$ cat src/design/sdram_pkg.sv
// ~~~~~~~~~~~~~~~~~~~~~~~~~~~~~~~~~~~~~~~~~~~~~~~~~~~~~~~~~~~~
// shared definitions for the sdram controller
// command encodings and sdram timing constants
// mode register word and init timing
// bus request, pin bundle and row state types
// ~~~~~~~~~~~~~~~~~~~~~~~~~~~~~~~~~~~~~~~~~~~~~~~~~~~~~~~~~~~~
package sdram_pkg;

	// bit order is {cs_n, ras_n, cas_n, we_n}
	typedef enum logic [3:0] {
		LOAD_MODE    = 4'b0000,
		AUTO_REFRESH = 4'b0001,
		PRECHARGE    = 4'b0010,
		ACTIVE       = 4'b0011,
		WRITE        = 4'b0100,
		READ         = 4'b0101,
		NOP          = 4'b0111,
		INHIBIT      = 4'b1111
	} sd_cmd_e;

	localparam int RASCAS_DELAY    = 2;	// tRCD
	localparam int PRECHARGE_DELAY = 2;	// tRP
	localparam int CAS_LATENCY     = 2;
	localparam int RFC_DELAY       = 7;	// auto refresh to next command

	localparam logic [2:0] BURST_LENGTH_CODE  = 3'b011;	// 8 beats, sequential
	localparam logic       WRITE_BURST_SINGLE = 1'b1;	// writes hit one location

	// reserved, write burst mode, op mode, cas latency, burst type, length
	localparam logic [12:0] MODE_WORD = {3'b000, WRITE_BURST_SINGLE, 2'b00,
		3'(CAS_LATENCY), 1'b0, BURST_LENGTH_CODE};

	localparam int INIT_WAIT      = 64;	// short power-up wait for simulation
	localparam int MRS_GAP        = 16;	// cycles between init steps
	localparam int REFRESH_PERIOD = 390;

	// address split over the 24-bit word address
	// bank 22..21, row 20..9, column {23, 8..2, half}, tag 23..4
	localparam int ROW_W  = 12;
	localparam int COL_W  = 9;
	localparam int BANK_W = 2;
	localparam int TAG_W  = 20;

	typedef struct packed {
		logic [23:0] adr;
		logic [31:0] wdata;
		logic [3:0]  sel;
		logic        we;
		logic        burst;	// wrapping 4-word read
	} bus_req_t;

	typedef struct packed {
		sd_cmd_e           cmd;
		logic [BANK_W-1:0] ba;
		logic [12:0]       addr;
		logic [1:0]        dqm;
	} sd_pins_t;

	typedef enum logic [1:0] {
		ROW_CLOSED = 2'd0,
		ROW_HIT    = 2'd1,
		ROW_MISS   = 2'd2
	} row_state_e;

endpackage

$ cat src/design/sdram_sequencer.sv
// ~~~~~~~~~~~~~~~~~~~~~~~~~~~~~~~~~~~~~~~~~~~~~~~~~~~~~~~~~~~~
// sdram control state machine
// power-up sequence, auto refresh, precharge and activate
// two-beat word writes, 8-beat line reads into the buffer
// ~~~~~~~~~~~~~~~~~~~~~~~~~~~~~~~~~~~~~~~~~~~~~~~~~~~~~~~~~~~~
module sdram_sequencer import sdram_pkg::*; (
	input  logic             sd_clk,
	input  logic             reset,
	input  bus_req_t         req,
	input  logic             req_valid,
	input  row_state_e       row_state,
	input  logic             line_hit,
	input  logic             refresh_req,
	output sd_pins_t         pins,
	output logic             drive_dq,
	output logic [15:0]      wdata_half,
	output logic             fill_en,
	output logic [2:0]       fill_beat,
	output logic [TAG_W-1:0] fill_tag,
	output logic             invalidate,
	output logic             open_en,
	output logic             close_all,
	output logic             refresh_ack,
	output logic             done,
	output logic             sd_ready
);

	typedef enum logic [3:0] {
		S_INIT, S_IDLE, S_RFSH, S_PRE, S_RCD, S_COL1, S_RDWAIT, S_FILL, S_DRAIN
	} state_e;

	state_e state;
	logic [7:0] cnt;	// shared phase counter

	logic [BANK_W-1:0] bank;
	logic [ROW_W-1:0]  row;
	logic [COL_W-1:0]  col_lo, col_hi, col_line;

	assign bank     = req.adr[22:21];
	assign row      = req.adr[20:9];
	assign col_lo   = {req.adr[23], req.adr[8:2], 1'b0};	// low half-word
	assign col_hi   = {req.adr[23], req.adr[8:2], 1'b1};
	assign col_line = {req.adr[23], req.adr[8:4], 3'b000};	// burst starts at line base

	always_ff @(posedge sd_clk) begin
		// strobes drop back unless a state sets them
		pins.cmd    <= NOP;
		pins.dqm    <= 2'b00;
		drive_dq    <= 1'b0;
		open_en     <= 1'b0;
		close_all   <= 1'b0;
		refresh_ack <= 1'b0;
		invalidate  <= 1'b0;
		done        <= 1'b0;
		if (reset) begin
			state     <= S_INIT;
			cnt       <= '0;
			pins.cmd  <= INHIBIT;
			pins.ba   <= '0;
			pins.addr <= '0;
			sd_ready  <= 1'b0;
			fill_en   <= 1'b0;
			fill_beat <= '0;
		end else begin
			case (state)
			S_INIT: begin
				cnt <= cnt + 8'd1;
				if (cnt == INIT_WAIT) begin
					pins.cmd      <= PRECHARGE;
					pins.addr[10] <= 1'b1;	// all banks
				end
				if (cnt == INIT_WAIT + MRS_GAP || cnt == INIT_WAIT + 2 * MRS_GAP) begin
					pins.cmd  <= LOAD_MODE;
					pins.addr <= MODE_WORD;
				end
				if (cnt == INIT_WAIT + 3 * MRS_GAP) begin
					sd_ready <= 1'b1;
					state    <= S_IDLE;
				end
			end
			S_IDLE: begin
				if (refresh_req) begin	// refresh wins over the bus
					pins.cmd      <= PRECHARGE;
					pins.addr[10] <= 1'b1;
					close_all     <= 1'b1;
					refresh_ack   <= 1'b1;
					cnt           <= '0;
					state         <= S_RFSH;
				end else if (req_valid) begin
					if (!req.we && line_hit) begin
						done  <= 1'b1;	// served from the line buffer
						state <= S_DRAIN;
					end else begin
						invalidate <= 1'b1;	// buffer refilled or stale after write
						fill_tag   <= req.adr[23:4];
						pins.ba    <= bank;
						cnt        <= '0;
						state      <= S_RCD;
						case (row_state)
						ROW_CLOSED: begin
							pins.cmd  <= ACTIVE;
							pins.addr <= 13'(row);
							open_en   <= 1'b1;
						end
						ROW_HIT: cnt <= 8'(RASCAS_DELAY - 1);	// column cmd next cycle
						default: begin	// other row open in this bank
							pins.cmd      <= PRECHARGE;
							pins.addr[10] <= 1'b0;
							state         <= S_PRE;
						end
						endcase
					end
				end
			end
			S_RFSH: begin
				cnt <= cnt + 8'd1;
				if (cnt == 8'd2)
					pins.cmd <= AUTO_REFRESH;	// third cycle after precharge-all
				if (cnt == 8'(2 + RFC_DELAY))
					state <= S_IDLE;
			end
			S_PRE: begin
				cnt <= cnt + 8'd1;
				if (cnt == PRECHARGE_DELAY - 1) begin
					pins.cmd  <= ACTIVE;
					pins.addr <= 13'(row);
					open_en   <= 1'b1;
					cnt       <= '0;
					state     <= S_RCD;
				end
			end
			S_RCD: begin
				cnt <= cnt + 8'd1;
				if (cnt == RASCAS_DELAY - 1) begin
					pins.ba <= bank;
					if (req.we) begin
						pins.cmd   <= WRITE;
						pins.addr  <= 13'(col_lo);	// a10 low, no auto precharge
						pins.dqm   <= ~req.sel[1:0];
						wdata_half <= req.wdata[15:0];
						drive_dq   <= 1'b1;
						state      <= S_COL1;
					end else begin
						pins.cmd  <= READ;
						pins.addr <= 13'(col_line);
						cnt       <= '0;
						state     <= S_RDWAIT;
					end
				end
			end
			S_COL1: begin	// upper half of the word
				pins.cmd   <= WRITE;
				pins.addr  <= 13'(col_hi);
				pins.dqm   <= ~req.sel[3:2];
				wdata_half <= req.wdata[31:16];
				drive_dq   <= 1'b1;
				done       <= 1'b1;
				state      <= S_DRAIN;
			end
			S_RDWAIT: begin
				// first beat is sampled CAS_LATENCY+1 edges after READ is registered
				cnt <= cnt + 8'd1;
				if (cnt == CAS_LATENCY - 1) begin
					fill_en   <= 1'b1;
					fill_beat <= 3'd0;
					state     <= S_FILL;
				end
			end
			S_FILL: begin
				if (fill_beat == 3'd7) begin
					fill_en <= 1'b0;
					done    <= 1'b1;
					state   <= S_DRAIN;
				end else begin
					fill_beat <= fill_beat + 3'd1;
				end
			end
			S_DRAIN: if (!req_valid) state <= S_IDLE;	// master drops stb after its ack
			default: state <= S_IDLE;
			endcase
		end
	end

	// nothing may open a row within tRFC of an auto refresh
	a_no_active_in_rfc: assert property (@(posedge sd_clk) disable iff (reset)
		pins.cmd == AUTO_REFRESH |=> (pins.cmd != ACTIVE) [*RFC_DELAY]);

	a_dq_only_on_write: assert property (@(posedge sd_clk) disable iff (reset)
		drive_dq |-> pins.cmd == WRITE);

	a_done_pulse: assert property (@(posedge sd_clk) disable iff (reset)
		done |=> !done);

endmodule

$ cat config.mk
export PLATFORM = sky130hd
export DESIGN_NAME = sdram_sequencer
export DESIGN_NICKNAME = d
export VERILOG_FILES = /design/src/design/sdram_pkg.sv /design/src/design/sdram_sequencer.sv
export SDC_FILE = /design/constraint.sdc
export NUM_CORES = 1
export LEC_CHECK = 0
export BUFFER_PORTS_ARGS = -buffer_cell sky130_fd_sc_hd__clkbuf_2
export CAP_MARGIN = 20
export CORE_ASPECT_RATIO = 1.4
export CORE_MARGIN = 5
export CORE_UTILIZATION = 40
export CTS_BUF_LIST = sky130_fd_sc_hd__clkbuf_4 sky130_fd_sc_hd__clkbuf_8 sky130_fd_sc_hd__clkbuf_16
export DETAILED_ROUTE_END_ITERATION = 6
export HOLD_SLACK_MARGIN = 0.12
export PLACE_DENSITY = 0.74
export SETUP_SLACK_MARGIN = 0.3
export SYNTH_ARGS = -nofsm -noshare
export SYNTH_HDL_FRONTEND = slang
export SYNTH_SLANG_ARGS = --single-unit
$ cat constraint.sdc
create_clock -name sd_clk -period 6.3 [get_ports sd_clk]
set_input_delay 1.26 -clock sd_clk [delete_from_list [all_inputs] [get_ports sd_clk]]
set_output_delay 1.26 -clock sd_clk [all_outputs]
set_load 0.03 [all_outputs]
==> reports/summary.txt, run 1 <==
Largest net degree at the start of global routing: 38
Vias in the first global route: 3359
CP Capture Type: flip-flop
CP required: 6.53 ns
Buffers on Ports: 132
DR WL/cell: 16.9 um
Max Clock Skew: 0.00604 ns
Clock Sink Count: 78
Root buf cell: clkbuf_16
Drt via density: 5.59
TritonCTS clock tree: yes
R2r startpoint: state[2]
CTS Buf Count: 9
Final Hold Violating Endpoints: 0
Maxcap violations: 0
Vias: 3510
EDFF count, synth: 36
Synth Flop Type: dfxtp_1
Status: finished clean
Synth top area share: 28.0%
Synth warnings: 0
Reg area: 1920 sq um
Rel. slew slack: 43.3%
Area growth, synth to finish: 24.1%
Smallest setup slack after layout: 3.37 ns
Hold_buf cts: 0
DR WL met2: 5450 um
Metal-1 WL: 3960 um
Setup violators final: 0
Commonest cells after routing, fill and taps aside: clkbuf_2, nand2_1, dfxtp_1
Leading cell type in the layout, fill and taps excluded: clkbuf_2
Die height: 126 um
Cell taking the most area after synthesis: edfxtp_1
FILL cells: 875
Flops & latches, synth: 78
Setup TNS: 0 ns
Delay of the slowest cell on the worst path: 0.73 ns
DP HPWL: 7980 um
Clock Tree Buf Depth: 2
Critical path class: input pin to flip-flop
Post-CTS sizing: 0
Grt ovf: 0
Gpl congestion: 0.868
Die area: 11700 sq um
Nets: 588
Mapped cell area: 3860 sq um
Top Layer Used: met4
Post-Syn Instances: 392
DRC violations left: 0
Part of the cycle the worst path needs: 46.5%
Final core utilization: 50.7%
Total Routing Usage GR: 17.5%
Starting Density: 40.8%
Post-synthesis sequential area ratio: 49.8%
Async SR Flop Fraction: 0%
Unrepaired setup endpoints after global routing: no
Final ANT Viol Nets: 0
Total Wirelength: 10600 um
CTS clock-pin slew for the worst setup and hold paths: 0.05 ns
Mapped Nets: 467
Synth unique cells: 74
Post-CTS setup buffers: 0
Core footprint: 9460 sq um
1st-pass router iterations: 4
N_diodes: 0
CP Launch Type: input pin
Leakage: 1.99 nW
CP Cell Sequence: clkbuf_2 > nand2b_1 > nand4b_1 > a21oi_1 > a21oi_1 > a311oi_1
Maximum clock rate: 341 MHz
Crit Path Max Fanout: 11
Peak VDD IR: 0.126 mV
Hold Crit Class: flip-flop to flip-flop
Worst path slowest cell: a21oi_1
Syn Area/Cell: 9.85 sq um
DIE WIDTH: 93.0 um
IO Count: 137
Worst Setup SP: req[1]
Synth area leaders: edfxtp_1, dfxtp_1, nand2_1
Area of the multi-input gates: 1700 sq um
Most common cell on crit path: a21oi_1
Slew @ Worst Pin: 0.850 ns
Initial antenna violation count: 0
CP arrival: 3.16 ns
Row cnt: 42
Final Max Slew Viols: 0
Min-delay src: pins[4]
Layout cells sized above 1: 33.4%
Skew-Pair Late Insertion Delay: 0.33 ns
First DRT Iteration DRCs: 310
# H-tree levels: 3
Min Tclk post-route: 2.93 ns
Power Dens Cells: 330 nW/um^2
Metal3 WL: 777 um
First-pass GRT wire length: 16400 um
Post-place setup slack: 3.06 ns
[synthesized netlist by cell type, drive strengths merged, types with 2 or more instances]
| library cell | n |
|---|---|
| a211oi | 8 |
| a21o | 2 |
| a21oi | 31 |
| a221oi | 2 |
| a22oi | 5 |
| a311oi | 6 |
| a31oi | 9 |
| a41oi | 2 |
| and2 | 7 |
| and3 | 3 |
| and3b | 2 |
| and4 | 3 |
| buf | 16 |
| clkbuf | 10 |
| dfxtp | 42 |
| edfxtp | 36 |
| ha | 6 |
| inv | 12 |
| mux2i | 2 |
| nand2 | 58 |
| nand2b | 9 |
| nand3 | 7 |
| nand3b | 5 |
| nand4 | 5 |
| nor2 | 25 |
| nor2b | 3 |
| nor3 | 10 |
| nor3b | 2 |
| nor4 | 5 |
| o2111ai | 2 |
| o211ai | 5 |
| o21ai | 16 |
| o21bai | 2 |
| o22ai | 2 |
| o31ai | 2 |
| or2 | 2 |
| or3 | 3 |
| or4 | 3 |
| or4b | 2 |
[path summary, 6_finish.rpt]
check                                 to  slack, ns  depth (start not counted)
worst min register to register   pins[4]       0.49                          2
worst min-delay path             pins[4]       0.49                          2
worst max-delay path            pins[11]       3.37                          6
worst max register to register   pins[8]       3.68                          5
[state kept, by name, indices dropped and copies added, names as in the netlist]
signal,cells
fill_tag,20
pins,20
wdata_half,16
cnt,8
state,4
fill_beat,3
done,1
drive_dq,1
fill_en,1
invalidate,1
open_en,1
refresh_ack,1
sd_ready,1
[cell type report]
type / count / area share [%]
Clock buffer: 12 / 5.43
Clock inverter: 4 / 0.470
Tap cell: 110 / 2.87
Sequential cell: 78 / 40.1
Timing Repair Buffer: 137 / 14.6
Multi-Input combinational cell: 275 / 35.6
Inverter: 12 / 0.940
[per-layer routing]
layer	up-vias	track usage (%)
li1	1694	-
met1	1644	19.1
met2	144	30.6
met3	28	4.42
met4	0	9.58
met5	-	0
[logic make-up (layout without fill, tap and decap cells)]
kind of cell	after synthesis	count (layout)	share of synthesized area [%]
AND/OR/NAND/NOR	158	158	22.5
XOR/XNOR	2	2	0.454
other	1	1	0.0971
flip-flops	78	78	49.8
AO/OA/AOI/OAI	106	106	18.3
adder cells (fa/ha/maj)	6	6	1.94
multiplexers	2	2	0.518
buffers and inverters	39	165	6.38
[critical path, delay by kind of cell]
family          cells  cell delay, ns
compound gates      3            1.14
buf+inv             1            0.18
simple gates        2            0.58
[power by group]
part	switching [W]	leakage, nW	internal (W)
registers	0.0000469	0.665	0.000582
clock network	0.000191	0.142	0.000290
logic	0.000305	1.19	0.000169
total	0.000542	1.99	0.00104
[through the flow]
step	cell area (sq um)	power (W)	std cells	hold WS (ns)
finish	4790	0.00158	628	0.491
global route	4790	0.00166	628	0.515
CTS	4780	0.00159	627	0.492
detailed placement	4500	0.00111	611	0.483
global placement	4500	0.00109	611	0.475
floorplan	3860	0.000982	392	0.495
Note: power is estimated with default switching activity, not from simulation.
==> run 2: changes to the inputs <==
- clock period: 6.3 -> 2.81 ns (I/O delays scaled with it)
==> run 2 against run 1 <==
  * Routed wire length rose by 2.2%
  * Register-to-register slack got worse by 3.2 ns
  * First-iteration DRC count rose by 16%
  * Total power rose by 140%
  * Highest routed layer unchanged
==> reports/summary.txt, run 2 (synthesis gave the netlist of run 1 again) <==
WHS Path Cells: 1
DIE WIDTH: 93.0 um
Post-CTS setup buffers: 0
Crit Path Max Fanout: 19
# H-tree levels: 3
Critical path class: flip-flop to flip-flop
Die area: 11700 sq um
Skew-Pair Late Insertion Delay: 0.33 ns
Buffers on Ports: 132
Total Power: 0.00376 W
CP arrival: 2.39 ns
Total Wirelength: 10800 um
Status: finished clean
CP Cell Sequence: inv_1 > nor2_1 > nand2_1 > a21oi_1 > nor4_4 > buf_4
Worst path slowest cell: dfxtp_1
Final ANT Viol Nets: 0
Nets: 597
Starting Density: 40.8%
Hold Crit Class: input pin to flip-flop
Dpl cells: 621
Core footprint: 9460 sq um
CP Launch Type: flip-flop
DRC violations left: 0
DP HPWL: 8170 um
Peak VDD IR: 0.285 mV
IO Count: 137
Drt via density: 5.66
Commonest cells after routing, fill and taps aside: clkbuf_2, nand2_1, dfxtp_1
Max Clock Skew: 0.00464 ns
Clock Sink Count: 78
Root buf cell: clkbuf_16
N_diodes: 0
TritonCTS clock tree: yes
Row cnt: 42
DR WL/cell: 17.0 um
Total Routing Usage GR: 18.0%
Delay of the slowest cell on the worst path: 0.77 ns
Final Max Slew Viols: 0
Maxcap violations: 0
Rel. slew slack: 52.7%
Grt ovf: 0
Die height: 126 um
1st-pass router iterations: 5
Maximum clock rate: 433 MHz
Top flop regs: fill_tag (20), pins (20), wdata_half (16)
Power Dens Cells: 767 nW/um^2
Leading cell type in the layout, fill and taps excluded: clkbuf_2
CTS Buf Count: 9
Unrepaired setup endpoints after global routing: no
Initial antenna violation count: 0
Part of the cycle the worst path needs: 82.2%
CTS clock-pin slew for the worst setup and hold paths: 0.06 ns
Area growth, synth to finish: 27.0%
CP Capture Type: flip-flop
FILL cells: 873
Largest net degree at the start of global routing: 24
Post-CTS sizing: 0
Leakage: 2.05 nW
Vias: 3605
Hold_buf cts: 0
Gpl congestion: 0.913
Reg2reg path depth: 6
Min Tclk post-route: 2.31 ns
Vias in the first global route: 3394
Setup TNS: 0 ns
CP required: 2.89 ns
Clock Tree Buf Depth: 2
Layout cells sized above 1: 34.5%
First-pass GRT wire length: 16800 um
Final Non-Filler Cells: 637
Slew @ Worst Pin: 0.709 ns
Final Hold Violating Endpoints: 0
Setup violators final: 0
First DRT Iteration DRCs: 360
run 2: cell types whose count changed in the layout (fill, tap and decap cells not counted):
cell	delta
buf_4	+10
buf_6	-1
bufinv_16	+2
clkbuf_8	-2
clkinv_2	-1
inv_6	+1
nor4_2	-1
nor4_4	+1
run 2: where the power goes:
part           total (W)  leakage, nW  internal [W]  switching (W)
clock network    0.00123        0.156      0.000787       0.000442
logic            0.00113         1.23      0.000417       0.000711
registers        0.00140        0.665       0.00130       0.000100
run 2: metal layers:
metal | wire length, um | track usage (%) | vias to the layer above
li1 | - | - | 1712
met3 | 721 | 3.70 | 29
met5 | 0 | 0 | -
met1 | 4060 | 19.6 | 1685
met4 | 328 | 8.89 | 0
met2 | 5710 | 32.5 | 179
run 2: per-stage QoR:
stage / setup slack (ns) / hold slack (ns) / instance area, sq um / util [%]
2_1_floorplan: 0.351 / 0.495 / 3880 / -
3_3_place_gp: 0.578 / 0.474 / 4580 / 48.5
3_5_place_dp: 0.527 / 0.473 / 4580 / 48.5
4_1_cts: 0.550 / 0.413 / 4900 / 51.8
5_1_grt: 0.391 / 0.408 / 4900 / 51.8
6_report: 0.501 / 0.421 / 4900 / 51.8
run 2: worst paths after layout:
path              startpoint             end  slack (ns)
setup / recovery    state[2]  wdata_half[10]        0.50
hold / removal       req[52]    fill_tag[10]        0.42
setup reg to reg    state[2]  wdata_half[10]        0.50
hold reg to reg      pins[4]         pins[4]        0.48
run 2: worst max-delay path: cells and delay by family, from the launching register on:
family,cells,cell delay (ns)
AOI/OAI and AO/OA,1,0.33
buffers and inverters,2,0.47
DFF,1,0.77
and+or+nand+nor,3,0.47
run 2: cell type report:
class / instances / area (sq um) / area share [%]
multi-input combinational: 275 / 1710 / 34.9
timing repair buffer: 146 / 766 / 15.6
clock inverter: 6 / 86.3 / 1.76
inverter: 12 / 45.0 / 0.919
clock buffer: 10 / 233 / 4.75
tap: 110 / 138 / 2.81
sequential: 78 / 1920 / 39.2
==> run 3: changes to the inputs <==
- ABC_AREA: unset -> 1
- PLACE_DENSITY: 0.74 -> 0.75
- clock period: 2.81 -> 2.2 ns (I/O delays scaled with it)
==> run 3 against run 2 <==
  * Setup slack got worse by 0.070 ns
  * Non-clock buffer count decreased by 3
  * Worst hold slack got worse by 0.12 ns
  * Synthesized cell count increased by 17%
  * Register-to-register slack got worse by 0.07 ns
  * Clock power increased by 38%
  * First-iteration DRC count decreased by 56%
  * Clock skew increased by 0.0014 ns
  * Via count decreased by 1.4%
==> reports/summary.txt, run 3 <==
Critical path class: flip-flop to flip-flop
CP arrival: 1.80 ns
Maximum clock rate: 565 MHz
Post-synthesis sequential area ratio: 51.0%
Power Dens Cells: 796 nW/um^2
WHS Path Cells: 1
DP HPWL: 8110 um
1st-pass router iterations: 4
Synth Area in Simple Gates: 30.6%
CP Capture Type: flip-flop
Clock Tree Buf Depth: 2
Grt ovf: 0
Layout cells sized above 1: 36.7%
Synth top area share: 28.7%
Most common cell in the synthesized netlist: nand2_1
First DRT Iteration DRCs: 158
Dpl cells: 701
Synth Flop Type: dfxtp_1
First-pass GRT wire length: 16300 um
Final Max Slew Viols: 0
Top cell family by delay on the critical path: simple AND/OR/NAND/NOR gates
Skew-Pair Late Insertion Delay: 0.33 ns
Cell taking the most area after synthesis: edfxtp_1
Synth area leaders: edfxtp_1, dfxtp_1, nand2_1
Crit Path Max Fanout: 13
Final Instance Area: 5020 sq um
Initial antenna violation count: 0
Status: finished clean
Delay of the slowest cell on the worst path: 0.39 ns
CTS Buf Count: 9
CP required: 2.23 ns
Post-Syn Instances: 460
Largest family of logic cells by synthesized area: simple AND/OR/NAND/NOR gates
CTS clock-pin slew for the worst setup and hold paths: 0.06 ns
Flops & latches, synth: 78
Setup TNS: 0 ns
Peak VDD IR: 0.408 mV
Die area: 11500 sq um
Smallest setup slack after layout: 0.431 ns
DIE WIDTH: 92.0 um
CP Launch Type: flip-flop
Part of the cycle the worst path needs: 80.4%
Maxcap violations: 0
R2r startpoint: state[2]
Worst reg2reg setup slack: 0.43 ns
Syn Area/Cell: 8.19 sq um
Nets: 680
Mapped cell area: 3770 sq um
Core footprint: 9350 sq um
Final Hold Violating Endpoints: 0
Final Non-Filler Cells: 720
Synth warnings: 0
IO Count: 137
Worst path slowest cell: dfxtp_1
TritonCTS clock tree: yes
Root buf cell: clkbuf_16
Hold EP: fill_tag[13]
Xor/xnor share of the synthesized area: 0.697%
CP Cell Sequence: nor2_2 > nand2_1 > nor2_2 > nand3_2 > nor2_2 > buf_4
Total Wirelength: 10200 um
Vias in the first global route: 3479
Synth unique cells: 35
Post-synth top cells: nand2_1, dfxtp_1, nor2_1
Top flop regs: fill_tag (20), pins (20), wdata_half (16)
Leading cell type in the layout, fill and taps excluded: nand2_1
EDFF count, synth: 36
Min-delay src: req[55]
Largest net degree at the start of global routing: 21
Async SR Flop Fraction: 0%
Mapped Nets: 535
# H-tree levels: 3
Vias: 3556
Most common cell on crit path: nor2_2
Synth Area in Adders: 1.99%
Reg2reg end: fill_tag[0]
Row cnt: 42
Die height: 125 um
Post-place setup slack: 0.277 ns
Clock Sink Count: 78
Area growth, synth to finish: 33.1%
Max Clock Skew: 0.00604 ns
Buffers on Ports: 132
Placed cell areas: 4600 sq um
Starting Density: 40.3%
Crit path buffers/inverters: 1
Total Routing Usage GR: 18.0%
Final ANT Viol Nets: 0
Commonest cells after routing, fill and taps aside: nand2_1, clkbuf_2, dfxtp_1
DR WL/cell: 14.2 um
N_diodes: 0
Gpl congestion: 0.898
Mux contribution to synthesized area: 0%
Synth Area in Compound Gates: 9.79%
Unrepaired setup endpoints after global routing: no
Hold Crit Class: input pin to flip-flop
Setup violators final: 0
Leakage: 2.33 nW
Reg2reg path depth: 6
Drt via density: 4.94
DRC violations left: 0
Min Tclk post-route: 1.77 ns
## run 3: logic make-up after synthesis
family                   count (synthesis)
flip-flops                              78
XOR/XNOR                                 3
buffers and inverters                   53
adder cells (fa/ha/maj)                  6
AO/OA/AOI/OAI                           59
other                                    1
AND/OR/NAND/NOR                        260
## run 3: power by group
part | internal (W) | switching (W)
Clock | 0.00115 | 0.000551
Sequential | 0.00157 | 0.0000468
Combinational | 0.000234 | 0.000445
## run 3: timing repair
action | in CTS | in global routing
resized for setup | 1 | 6
setup buffers | 1 | 1
gates cloned | 0 | 1
endpoints found under the setup margin | 25 | 41
pin swaps | 1 | 2
hold buffers | 0 | 0
hold endpoints to repair | 0 | 0
## run 3: worst reg2reg max path, cell delays in order, from the launching register on
cell and delay (ns):
dfxtp_1 0.39, nor2_2 0.23, nand2_1 0.12, nor2_2 0.22, nand3_2 0.16, nor2_2 0.14, buf_4 0.23
## run 3: metrics by stage
step	power (W)	utilization (%)	hold WS (ns)
6_report	0.00399	53.6	0.302
4_1_cts	0.00398	53.1	0.291
2_1_floorplan	0.00208	-	0.468
3_5_place_dp	0.00229	49.2	0.459
5_1_grt	0.00416	53.6	0.291
3_3_place_gp	0.00227	49.2	0.460
## run 3: area by class of cell
class                           count  area, sq um
Sequential cell                    78         1920
Tap cell                          110          138
Multi-Input combinational cell    330         1670
Inverter                           43          161
Timing Repair Buffer              143          768
Clock inverter                      2         60.1
Clock buffer                       14          293
Fill cell                         892         4340
## run 3: how the worst max path moves through the flow
stage / startpoint / end / depth (start not counted)
final: state[2] / fill_tag[0] / 6
after global routing: cnt[1] / pins[8] / 11
after CTS: cnt[1] / pins[3] / 10
after detailed placement: state[0] / wdata_half[15] / 6
after global placement: state[0] / wdata_half[8] / 6
after floorplan: state[0] / fill_tag[0] / 7
## run 3: metal layers
metal,part of all wire [%],track usage (%),up-vias
met2,51,31.2,124
met3,5.9,5.20,27
met4,3.2,8.40,0
met1,40,19.9,1615
li1,-,-,1790
met5,0,0,-
